### src/source/rs_config.svh
`ifndef RS_CONFIG_SVH
`define RS_CONFIG_SVH

// datapath and pc width
`define XLEN        32
// physical register tag
`define PRF_LEN     6
// reorder buffer index
`define ROB_LEN     5

// branch station geometry
`define RS_BR_SIZE  8
`define RS_BR_LEN   3

`endif
### src/source/branch_pkg.sv
package branch_pkg;

    // funct3 of the conditional branches
    localparam logic [2:0] BEQ  = 3'b000;
    localparam logic [2:0] BNE  = 3'b001;
    localparam logic [2:0] BLT  = 3'b100;
    localparam logic [2:0] BGE  = 3'b101;
    localparam logic [2:0] BLTU = 3'b110;
    localparam logic [2:0] BGEU = 3'b111;

    // is_jalr reading for unconditional jumps
    localparam logic JAL  = 1'b0;   // target from pc
    localparam logic JALR = 1'b1;   // target from opa

endpackage

### src/source/operand_pkg.sv
`include "rs_config.svh"

package operand_pkg;

    // one word, read as a value once ready, as a zero-extended tag before
    typedef union packed {
        logic [`XLEN-1:0] value;
        logic [`XLEN-1:0] waiting;
    } operand_word_t;

    function automatic logic [`PRF_LEN-1:0] tag_of(operand_word_t word);
        return word.waiting[`PRF_LEN-1:0];
    endfunction

    // pack a dispatched operand by its ready bit
    function automatic operand_word_t make_operand(logic ready, logic [`XLEN-1:0] value,
                                                   logic [`PRF_LEN-1:0] tag);
        operand_word_t word;
        if (ready)
            word.value = value;
        else
            word.waiting = {{(`XLEN-`PRF_LEN){1'b0}}, tag};
        return word;
    endfunction

endpackage

### src/source/rs_branch.sv
`timescale 1ns/1ps
`include "rs_config.svh"

module rs_branch (
    input  logic                clock,
    input  logic                rst_n,
    // dispatch
    input  logic                dispatch_enable,
    input  logic [`XLEN-1:0]    pc,
    input  logic [`XLEN-1:0]    npc,
    input  logic                opa_ready,
    input  logic [`XLEN-1:0]    opa_value,
    input  logic [`PRF_LEN-1:0] opa_tag,
    input  logic                opb_ready,
    input  logic [`XLEN-1:0]    opb_value,
    input  logic [`PRF_LEN-1:0] opb_tag,
    input  logic [`XLEN-1:0]    offset,
    input  logic                is_jalr,
    input  logic                cond_branch,
    input  logic                uncond_branch,
    input  logic [2:0]          branch_func,
    input  logic [`ROB_LEN-1:0] rob_idx,
    input  logic [`PRF_LEN-1:0] dest_tag,
    input  logic                pred_taken,
    input  logic [`XLEN-1:0]    pred_target,
    output logic                rs_full,
    // common data bus
    input  logic                cdb_valid,
    input  logic [`PRF_LEN-1:0] cdb_tag,
    input  logic [`XLEN-1:0]    cdb_value,
    input  logic                flush,
    // resolution
    output logic                resolve_valid,
    output logic [`ROB_LEN-1:0] resolve_rob_idx,
    output logic [`PRF_LEN-1:0] resolve_dest_tag,
    output logic                resolve_taken,
    output logic [`XLEN-1:0]    resolve_target,
    output logic [`XLEN-1:0]    resolve_link,
    output logic                mispredict
);

    import operand_pkg::*;

    logic [`RS_BR_SIZE-1:0] load, busy, ready, grant;
    logic                   issue_valid;

    // per-slot contents
    logic [`RS_BR_SIZE-1:0][`XLEN-1:0]    slot_pc, slot_npc, slot_offset, slot_pred_target;
    operand_word_t [`RS_BR_SIZE-1:0]      slot_opa, slot_opb;
    logic [`RS_BR_SIZE-1:0]               slot_is_jalr, slot_cond_branch;
    logic [`RS_BR_SIZE-1:0]               slot_uncond_branch, slot_pred_taken;
    logic [`RS_BR_SIZE-1:0][2:0]          slot_branch_func;
    logic [`RS_BR_SIZE-1:0][`ROB_LEN-1:0] slot_rob_idx;
    logic [`RS_BR_SIZE-1:0][`PRF_LEN-1:0] slot_dest_tag;

    // issued instruction
    logic [`XLEN-1:0]    issue_pc, issue_npc, issue_offset, issue_pred_target;
    operand_word_t       issue_opa, issue_opb;
    logic                issue_is_jalr, issue_cond_branch, issue_uncond_branch;
    logic                issue_pred_taken;
    logic [2:0]          issue_branch_func;
    logic [`ROB_LEN-1:0] issue_rob_idx;
    logic [`PRF_LEN-1:0] issue_dest_tag;

    rs_alloc u_alloc (
        .clock, .rst_n, .flush, .dispatch_enable,
        .busy, .issue_valid, .load, .rs_full
    );

    for (genvar g = 0; g < `RS_BR_SIZE; g++) begin : g_slot
        rs_entry u_entry (
            .clock, .rst_n, .flush,
            .load(load[g]), .grant(grant[g]),
            .pc, .npc, .opa_ready, .opa_value, .opa_tag,
            .opb_ready, .opb_value, .opb_tag, .offset, .is_jalr,
            .cond_branch, .uncond_branch, .branch_func, .rob_idx, .dest_tag,
            .pred_taken, .pred_target, .cdb_valid, .cdb_tag, .cdb_value,
            .busy(busy[g]), .ready(ready[g]),
            .slot_pc(slot_pc[g]), .slot_npc(slot_npc[g]),
            .slot_opa(slot_opa[g]), .slot_opb(slot_opb[g]),
            .slot_offset(slot_offset[g]), .slot_is_jalr(slot_is_jalr[g]),
            .slot_cond_branch(slot_cond_branch[g]),
            .slot_uncond_branch(slot_uncond_branch[g]),
            .slot_branch_func(slot_branch_func[g]), .slot_rob_idx(slot_rob_idx[g]),
            .slot_dest_tag(slot_dest_tag[g]), .slot_pred_taken(slot_pred_taken[g]),
            .slot_pred_target(slot_pred_target[g])
        );
    end

    rs_issue_select u_select (
        .ready, .slot_pc, .slot_npc, .slot_opa, .slot_opb, .slot_offset,
        .slot_is_jalr, .slot_cond_branch, .slot_uncond_branch, .slot_branch_func,
        .slot_rob_idx, .slot_dest_tag, .slot_pred_taken, .slot_pred_target,
        .grant, .issue_valid, .issue_pc, .issue_npc, .issue_opa, .issue_opb,
        .issue_offset, .issue_is_jalr, .issue_cond_branch, .issue_uncond_branch,
        .issue_branch_func, .issue_rob_idx, .issue_dest_tag, .issue_pred_taken,
        .issue_pred_target
    );

    branch_resolve u_resolve (
        .clock, .rst_n, .flush, .issue_valid,
        .pc(issue_pc), .npc(issue_npc), .opa(issue_opa), .opb(issue_opb),
        .offset(issue_offset), .is_jalr(issue_is_jalr),
        .cond_branch(issue_cond_branch), .uncond_branch(issue_uncond_branch),
        .branch_func(issue_branch_func), .rob_idx(issue_rob_idx),
        .dest_tag(issue_dest_tag), .pred_taken(issue_pred_taken),
        .pred_target(issue_pred_target),
        .resolve_valid, .resolve_rob_idx, .resolve_dest_tag, .resolve_taken,
        .resolve_target, .resolve_link, .mispredict
    );

endmodule

### src/source/branch_resolve.sv
`timescale 1ns/1ps
`include "rs_config.svh"

module branch_resolve (
    input  logic                       clock,
    input  logic                       rst_n,
    input  logic                       flush,
    input  logic                       issue_valid,
    input  logic [`XLEN-1:0]           pc,
    input  logic [`XLEN-1:0]           npc,
    input  operand_pkg::operand_word_t opa,
    input  operand_pkg::operand_word_t opb,
    input  logic [`XLEN-1:0]           offset,
    input  logic                       is_jalr,
    input  logic                       cond_branch,
    input  logic                       uncond_branch,
    input  logic [2:0]                 branch_func,
    input  logic [`ROB_LEN-1:0]        rob_idx,
    input  logic [`PRF_LEN-1:0]        dest_tag,
    input  logic                       pred_taken,
    input  logic [`XLEN-1:0]           pred_target,
    output logic                       resolve_valid,
    output logic [`ROB_LEN-1:0]        resolve_rob_idx,
    output logic [`PRF_LEN-1:0]        resolve_dest_tag,
    output logic                       resolve_taken,
    output logic [`XLEN-1:0]           resolve_target,
    output logic [`XLEN-1:0]           resolve_link,
    output logic                       mispredict
);

    import branch_pkg::*;

    logic             cond_true;
    logic             taken;
    logic [`XLEN-1:0] jump_target;
    logic [`XLEN-1:0] next_pc;

    always_comb begin
        case (branch_func)
            BEQ:     cond_true = (opa.value == opb.value);
            BNE:     cond_true = (opa.value != opb.value);
            BLT:     cond_true = ($signed(opa.value) < $signed(opb.value));
            BGE:     cond_true = ($signed(opa.value) >= $signed(opb.value));
            BLTU:    cond_true = (opa.value < opb.value);
            BGEU:    cond_true = (opa.value >= opb.value);
            default: cond_true = 1'b0;   // reserved funct3
        endcase
    end

    assign taken       = uncond_branch || (cond_branch && cond_true);
    assign jump_target = (is_jalr == JAL) ? pc + offset
                                          : (opa.value + offset) & ~`XLEN'(1);
    assign next_pc     = taken ? jump_target : npc;

    //////////////////////////////
    // resolution register
    always_ff @(posedge clock or negedge rst_n) begin
        if (!rst_n)
            resolve_valid <= 1'b0;
        else
            resolve_valid <= issue_valid && !flush;
    end

    always_ff @(posedge clock) begin
        resolve_rob_idx  <= rob_idx;
        resolve_dest_tag <= dest_tag;
        resolve_taken    <= taken;
        resolve_target   <= next_pc;
        resolve_link     <= npc;     // return address for jal and jalr
        mispredict       <= (taken != pred_taken) || (taken && next_pc != pred_target);
    end

endmodule

### src/source/rs_issue_select.sv
`timescale 1ns/1ps
`include "rs_config.svh"

module rs_issue_select (
    input  logic [`RS_BR_SIZE-1:0]                    ready,
    input  logic [`RS_BR_SIZE-1:0][`XLEN-1:0]         slot_pc,
    input  logic [`RS_BR_SIZE-1:0][`XLEN-1:0]         slot_npc,
    input  operand_pkg::operand_word_t [`RS_BR_SIZE-1:0] slot_opa,
    input  operand_pkg::operand_word_t [`RS_BR_SIZE-1:0] slot_opb,
    input  logic [`RS_BR_SIZE-1:0][`XLEN-1:0]         slot_offset,
    input  logic [`RS_BR_SIZE-1:0]                    slot_is_jalr,
    input  logic [`RS_BR_SIZE-1:0]                    slot_cond_branch,
    input  logic [`RS_BR_SIZE-1:0]                    slot_uncond_branch,
    input  logic [`RS_BR_SIZE-1:0][2:0]               slot_branch_func,
    input  logic [`RS_BR_SIZE-1:0][`ROB_LEN-1:0]      slot_rob_idx,
    input  logic [`RS_BR_SIZE-1:0][`PRF_LEN-1:0]      slot_dest_tag,
    input  logic [`RS_BR_SIZE-1:0]                    slot_pred_taken,
    input  logic [`RS_BR_SIZE-1:0][`XLEN-1:0]         slot_pred_target,
    output logic [`RS_BR_SIZE-1:0]                    grant,
    output logic                                      issue_valid,
    output logic [`XLEN-1:0]                          issue_pc,
    output logic [`XLEN-1:0]                          issue_npc,
    output operand_pkg::operand_word_t                issue_opa,
    output operand_pkg::operand_word_t                issue_opb,
    output logic [`XLEN-1:0]                          issue_offset,
    output logic                                      issue_is_jalr,
    output logic                                      issue_cond_branch,
    output logic                                      issue_uncond_branch,
    output logic [2:0]                                issue_branch_func,
    output logic [`ROB_LEN-1:0]                       issue_rob_idx,
    output logic [`PRF_LEN-1:0]                       issue_dest_tag,
    output logic                                      issue_pred_taken,
    output logic [`XLEN-1:0]                          issue_pred_target
);

    logic [`RS_BR_LEN-1:0] sel;

    // scan downward so the lowest ready index wins
    always_comb begin
        sel = '0;
        for (int i = `RS_BR_SIZE - 1; i >= 0; i--) begin
            if (ready[i])
                sel = `RS_BR_LEN'(i);
        end
    end

    assign issue_valid = |ready;
    assign grant       = issue_valid ? (`RS_BR_SIZE'(1) << sel) : '0;

    // field mux
    assign issue_pc            = slot_pc[sel];
    assign issue_npc           = slot_npc[sel];
    assign issue_opa           = slot_opa[sel];
    assign issue_opb           = slot_opb[sel];
    assign issue_offset        = slot_offset[sel];
    assign issue_is_jalr       = slot_is_jalr[sel];
    assign issue_cond_branch   = slot_cond_branch[sel];
    assign issue_uncond_branch = slot_uncond_branch[sel];
    assign issue_branch_func   = slot_branch_func[sel];
    assign issue_rob_idx       = slot_rob_idx[sel];
    assign issue_dest_tag      = slot_dest_tag[sel];
    assign issue_pred_taken    = slot_pred_taken[sel];
    assign issue_pred_target   = slot_pred_target[sel];

endmodule

### src/source/rs_entry.sv
`timescale 1ns/1ps
`include "rs_config.svh"

module rs_entry (
    input  logic                       clock,
    input  logic                       rst_n,
    input  logic                       flush,
    input  logic                       load,
    input  logic                       grant,
    // dispatch fields
    input  logic [`XLEN-1:0]           pc,
    input  logic [`XLEN-1:0]           npc,
    input  logic                       opa_ready,
    input  logic [`XLEN-1:0]           opa_value,
    input  logic [`PRF_LEN-1:0]        opa_tag,
    input  logic                       opb_ready,
    input  logic [`XLEN-1:0]           opb_value,
    input  logic [`PRF_LEN-1:0]        opb_tag,
    input  logic [`XLEN-1:0]           offset,
    input  logic                       is_jalr,
    input  logic                       cond_branch,
    input  logic                       uncond_branch,
    input  logic [2:0]                 branch_func,
    input  logic [`ROB_LEN-1:0]        rob_idx,
    input  logic [`PRF_LEN-1:0]        dest_tag,
    input  logic                       pred_taken,
    input  logic [`XLEN-1:0]           pred_target,
    // result broadcast
    input  logic                       cdb_valid,
    input  logic [`PRF_LEN-1:0]        cdb_tag,
    input  logic [`XLEN-1:0]           cdb_value,
    output logic                       busy,
    output logic                       ready,
    // stored fields
    output logic [`XLEN-1:0]           slot_pc,
    output logic [`XLEN-1:0]           slot_npc,
    output operand_pkg::operand_word_t slot_opa,
    output operand_pkg::operand_word_t slot_opb,
    output logic [`XLEN-1:0]           slot_offset,
    output logic                       slot_is_jalr,
    output logic                       slot_cond_branch,
    output logic                       slot_uncond_branch,
    output logic [2:0]                 slot_branch_func,
    output logic [`ROB_LEN-1:0]        slot_rob_idx,
    output logic [`PRF_LEN-1:0]        slot_dest_tag,
    output logic                       slot_pred_taken,
    output logic [`XLEN-1:0]           slot_pred_target
);

    import operand_pkg::*;

    logic opa_awake, opb_awake;     // ready bits beside the operand words
    logic opa_hit, opb_hit;

    assign opa_hit = busy && !opa_awake && cdb_valid && (tag_of(slot_opa) == cdb_tag);
    assign opb_hit = busy && !opb_awake && cdb_valid && (tag_of(slot_opb) == cdb_tag);
    assign ready   = busy && opa_awake && opb_awake;

    //////////////////////////////
    // slot state
    always_ff @(posedge clock or negedge rst_n) begin
        if (!rst_n) begin
            busy      <= 1'b0;
            opa_awake <= 1'b0;
            opb_awake <= 1'b0;
        end else if (flush) begin
            busy <= 1'b0;
        end else if (load) begin
            busy      <= 1'b1;
            opa_awake <= opa_ready;
            opb_awake <= opb_ready;
        end else if (grant) begin
            busy <= 1'b0;   // issued this cycle
        end else begin
            if (opa_hit)
                opa_awake <= 1'b1;
            if (opb_hit)
                opb_awake <= 1'b1;
        end
    end

    //////////////////////////////
    // payload
    always_ff @(posedge clock) begin
        if (load) begin
            slot_pc            <= pc;
            slot_npc           <= npc;
            slot_opa           <= make_operand(opa_ready, opa_value, opa_tag);
            slot_opb           <= make_operand(opb_ready, opb_value, opb_tag);
            slot_offset        <= offset;
            slot_is_jalr       <= is_jalr;
            slot_cond_branch   <= cond_branch;
            slot_uncond_branch <= uncond_branch;
            slot_branch_func   <= branch_func;
            slot_rob_idx       <= rob_idx;
            slot_dest_tag      <= dest_tag;
            slot_pred_taken    <= pred_taken;
            slot_pred_target   <= pred_target;
        end else begin
            if (opa_hit)
                slot_opa.value <= cdb_value;
            if (opb_hit)
                slot_opb.value <= cdb_value;
        end
    end

endmodule

### src/source/rs_alloc.sv
`timescale 1ns/1ps
`include "rs_config.svh"

module rs_alloc (
    input  logic                   clock,
    input  logic                   rst_n,
    input  logic                   flush,
    input  logic                   dispatch_enable,
    input  logic [`RS_BR_SIZE-1:0] busy,
    input  logic                   issue_valid,
    output logic [`RS_BR_SIZE-1:0] load,
    output logic                   rs_full
);

    logic [`RS_BR_LEN:0] count;     // one extra bit to reach RS_BR_SIZE
    logic                accept;
    logic                found;

    assign rs_full = (count == `RS_BR_SIZE);
    assign accept  = dispatch_enable && !rs_full;

    // lowest free slot takes the dispatch
    always_comb begin
        load  = '0;
        found = 1'b0;
        for (int i = 0; i < `RS_BR_SIZE; i++) begin
            if (!found && !busy[i]) begin
                load[i] = accept;
                found   = 1'b1;
            end
        end
    end

    always_ff @(posedge clock or negedge rst_n) begin
        if (!rst_n) begin
            count <= '0;
        end else if (flush) begin
            count <= '0;
        end else begin
            case ({accept, issue_valid})
                2'b10:   count <= count + 1'b1;
                2'b01:   count <= count - 1'b1;
                default: count <= count;   // none, or one in and one out
            endcase
        end
    end

endmodule

### config.mk
export PLATFORM = sky130hd
export DESIGN_NAME = rs_branch
export DESIGN_NICKNAME = d
export VERILOG_FILES = /design/src/source/branch_pkg.sv /design/src/source/operand_pkg.sv /design/src/source/rs_branch.sv /design/src/source/branch_resolve.sv /design/src/source/rs_issue_select.sv /design/src/source/rs_entry.sv /design/src/source/rs_alloc.sv
export VERILOG_INCLUDE_DIRS = /design/src /design/src/source
export SDC_FILE = /design/constraint.sdc
export NUM_CORES = 2
export LEC_CHECK = 0
export BUFFER_PORTS_ARGS = -buffer_cell sky130_fd_sc_hd__buf_2
export CAP_MARGIN = 20
export CORE_MARGIN = 2
export CORE_UTILIZATION = 57
export DETAILED_ROUTE_END_ITERATION = 8
export MAX_ROUTING_LAYER = met4
export PLACE_DENSITY = 0.81
export REMOVE_ABC_BUFFERS = 1
export SETUP_SLACK_MARGIN = 0.15
export SLEW_MARGIN = 30
export SYNTH_ARGS = -nofsm -noshare
export SYNTH_HDL_FRONTEND = slang
export SYNTH_SLANG_ARGS = --single-unit
### constraint.sdc
create_clock -name clock -period 19.25 [get_ports clock]
set_input_delay 3.85 -clock clock [delete_from_list [all_inputs] [get_ports clock]]
set_output_delay 3.85 -clock clock [all_outputs]
set_load 0.01 [all_outputs]
==> flow_summary_export.csv <==
group,metric,value,unit
power,power_density,106,nW/um^2
sta,fmax,94.3,MHz
cells_and_area,regArea,52700,sq um
power,power_switching,2.52,mW
die,die_area,140000,sq um
sta,finalCriticalPeriod,10.61,ns
routing,routed-via-count,54558,
routing,ant_nets,0,
synthesis,ys.warnings.count,0,
routing,drtIter0Drc,8512,
status,outcome,"completed",
synthesis,synthAdderAreaFrac,0.0160,
die,rows,135,
synthesis,synthArstFlopShare,0.0162,
sta,setup_viol,0,
power,clock_power_share,0.374,
clock_tree,cts_buffers,178,
clock_tree,worstSkewPairLatency,0.84,ns
clock_tree,cts_resized,0,
worst_setup_path,end_kind,"flop",
synthesis,synth_top_area_frac,0.646,
power,leakagePower,31.3,nW
synthesis,yosys_most_used_dff,"edfxtp_1",
worst_setup_path,critPathBufInv,3,
job,cap_violations,0,
place,dp_worst_setup_slack,9.13,ns
routing,wirelength,235,mm
cells_and_area,syn2layout_area_growth,12.1,%
cells_and_area,post-route-util,0.645,
worst_setup_path,path_delay_family,"simple AND/OR/NAND/NOR gates",
synthesis,synth_simple_gate_area_frac,0.123,
synthesis,yosysTopAreaCell,"edfxtp_1",
clock_tree,cts_max_path_buffers,3,
synthesis,avgSynthCellArea,12.9,sq um
worst_setup_path,cp.required,19.98,ns
synthesis,syn-instance-count,6040,
sta,finalCritPeriodShare,0.551,
worst_setup_path,start_kind,"flop",
sta,tightest_slew,1.17,ns
power,combPwrFrac,0.145,
cells_and_area,num-fill-cells,9367,
global_routing,grt_pass1_wl,343,mm
synthesis,synth-xor-area-share,0.0196,
die,start_util,0.576,
clock_tree,post-cts-setup-buffers,0,
worst_setup_path,cpMaxStageDelayCell,"buf_4",
sta,setup_ws,8.64,ns
place,dp.final_hpwl,140,mm
cells_and_area,multiInputGateArea,23900,sq um
routing,first_pass_iters,9,
clock_tree,cts.hold.buffers_added,0,
global_routing,grt.total_usage,0.343,
sta,rsz0062_at_grt,"no",
synthesis,synth_edf_count,1680,
clock_tree,h-tree-depth,4,
power,sw_frac_of_total,0.271,
clock_tree,cts_tree,"done",
sta,whs,0.543,ns
worst_setup_path,critPathArrivalTime,11.34,ns
clock_tree,path_clk_slew,0.06,ns
die,die_h,374,um
place,place_congestion,0.977,
synthesis,netlist_top_cells_count,"1680 x edfxtp_1, 1417 x nand2_1, 490 x o21ai_0",
global_routing,antenna_found_initial,59,
power,seq_power_share,0.481,
routing,via_per_inst,6.61,
routing,drc,0,
synthesis,ys_types,88,
cells_and_area,layout.nets,6624,
synthesis,synthMostInstantiatedCell,"edfxtp_1",
place,portBuffers,345,
synthesis,ys_seq_area_frac,0.675,
synthesis,syn_area,78100,sq um
sta,slew_headroom,0.215,
hold_path,hold_class,"reg -> reg",
clock_tree,root_buffer,"clkbuf_16",
routing,routedWlPerCell,28.4,um
synthesis,synth_area_leaders,"edfxtp_1 65%, nand2_1 6.8%, mux4_2 5.8%",
global_routing,grt_pass1_vias,53361,
sta,hold_viol_final,0,
clock_tree,cts.sinks,1786,
sta,fin_worst_skew,0.0358,ns
synthesis,synth_mux_area_frac,0.0636,
synthesis,synth-compound-area-share,0.0799,
die,core,136000,sq um
cells_and_area,final_area,87500,sq um
worst_setup_path,critPathKind,"reg -> reg",
sta,final-max-slew-violation-count,0,
cells_and_area,drive_above_1_share,0.149,
sta,fin_setup_tns,0,ns
place,place_area,81500,sq um
worst_setup_path,cp_max_fo,74,
die,chipWidth,374,um
die,pin_count,346,
power,internal_power,6.77,mW
global_routing,grt-ovfl-total,0,
power,vdd_drop_max,0.0729,mV
synthesis,ys_ff_latch,1786,
worst_setup_path,critical_path.max_stage_delay,0.86,ns
synthesis,synth_top_family_by_area,"simple AND/OR/NAND/NOR gates",
global_routing,grt_max_degree,135,
## state kept, by name (all words and copies together) (netlist names)
signal / cells
u_resolve.resolve_dest_tag: 6
g_slot.u_entry.slot_opa: 256
g_slot.u_entry.slot_offset: 256
g_slot.u_entry.slot_pred_target: 256
g_slot.u_entry.slot_branch_func: 24
g_slot.u_entry.opa_awake: 8
u_alloc.count: 4
g_slot.u_entry.opb_awake: 8
g_slot.u_entry.slot_uncond_branch: 8
g_slot.u_entry.slot_rob_idx: 40
u_resolve.resolve_target: 32
u_resolve.resolve_taken: 1
u_resolve.resolve_link: 32
u_resolve.mispredict: 1
g_slot.u_entry.slot_cond_branch: 8
g_slot.u_entry.slot_is_jalr: 8
u_resolve.resolve_rob_idx: 5
g_slot.u_entry.slot_opb: 256
g_slot.u_entry.slot_pc: 256
g_slot.u_entry.busy: 8
g_slot.u_entry.slot_pred_taken: 8
g_slot.u_entry.slot_dest_tag: 48
u_resolve.resolve_valid: 1
g_slot.u_entry.slot_npc: 256
## final timing paths
path,slack (ns),to,depth (start not counted),start
min in group asynchronous,3.06,u_resolve.resolve_valid,1,rst_n
min,0.54,u_alloc.count[3],2,u_alloc.count[3]
min reg2reg,0.54,u_alloc.count[3],2,u_alloc.count[3]
max,8.64,u_resolve.mispredict,26,g_slot[1].u_entry.busy
max in group asynchronous,15.74,g_slot[6].u_entry.busy,1,rst_n
max reg2reg,8.64,u_resolve.mispredict,26,g_slot[1].u_entry.busy
## logic make-up (layout without fill, tap and decap cells)
family | Yosys count | count (layout)
adder cells (fa/ha/maj) | 98 | 98
AO/OA/AOI/OAI | 1064 | 1064
other | 0 | 58
buffers and inverters | 433 | 802
AND/OR/NAND/NOR | 2240 | 2240
flip-flops | 1786 | 1786
XOR/XNOR | 175 | 175
multiplexers | 244 | 244
## through the flow
step           instances  total power [mW]
6_report            8248              9.29
5_1_grt             8232              9.53
4_1_cts             8188              9.25
3_5_place_dp        7858              5.83
3_3_place_gp        7858              5.80
2_1_floorplan       5647              5.33
## tightest hold or removal path, delay by kind of cell (launching register included)
kind / cells / cell delay (ns)
xor gates and xnor gates: 1 / 0.12
DFF: 1 / 0.35
and+or+nand+nor: 1 / 0.04
## cell usage in the layout, fill, tap and decap left out, drive strengths merged, types with 29 or more instances in the layout
cell,n
clkinv,93
mux4,200
dfxtp,77
nor3,40
clkbuf,212
dfrtp,29
inv,44
a21oi,286
a21o,48
diode,58
xnor2,86
buf,432
nand2,1418
and3,108
o21ai,491
ha,95
nand4,29
mux2i,40
a311oi,69
xor2,89
nor2,141
nand3,396
edfxtp,1680
## metal layers
layer / vias up / wire length (um) / GRT usage
li1: 23046 / - / -
met1: 26540 / 81400 / 0.433
met2: 4199 / 109000 / 0.520
met3: 773 / 31200 / 0.0775
met5: - / 0 / -
met4: 0 / 12900 / 0.182
## power by group through the flow
stage | clock [mW] | sequential [mW] | combinational, mW
final | 3.47 | 4.47 | 1.35
after global routing | 3.63 | 4.47 | 1.43
after CTS | 3.48 | 4.46 | 1.30
after detailed placement | 0 | 4.54 | 1.29
after global placement | 0 | 4.54 | 1.26
after floorplan | 0 | 4.55 | 0.780
## final cells by class
| class | count | share of cell area |
|---|---|---|
| multi-input cells | 3821 | 0.273 |
| diodes | 58 | 0.00166 |
| inverters | 40 | 0.00246 |
| clock buffers | 212 | 0.0533 |
| flip-flops and latches | 1786 | 0.602 |
| well taps | 1781 | 0.0255 |
| clock inverters | 118 | 0.0133 |
| repair buffers | 432 | 0.0287 |
Power figures use the tool's default switching activity.
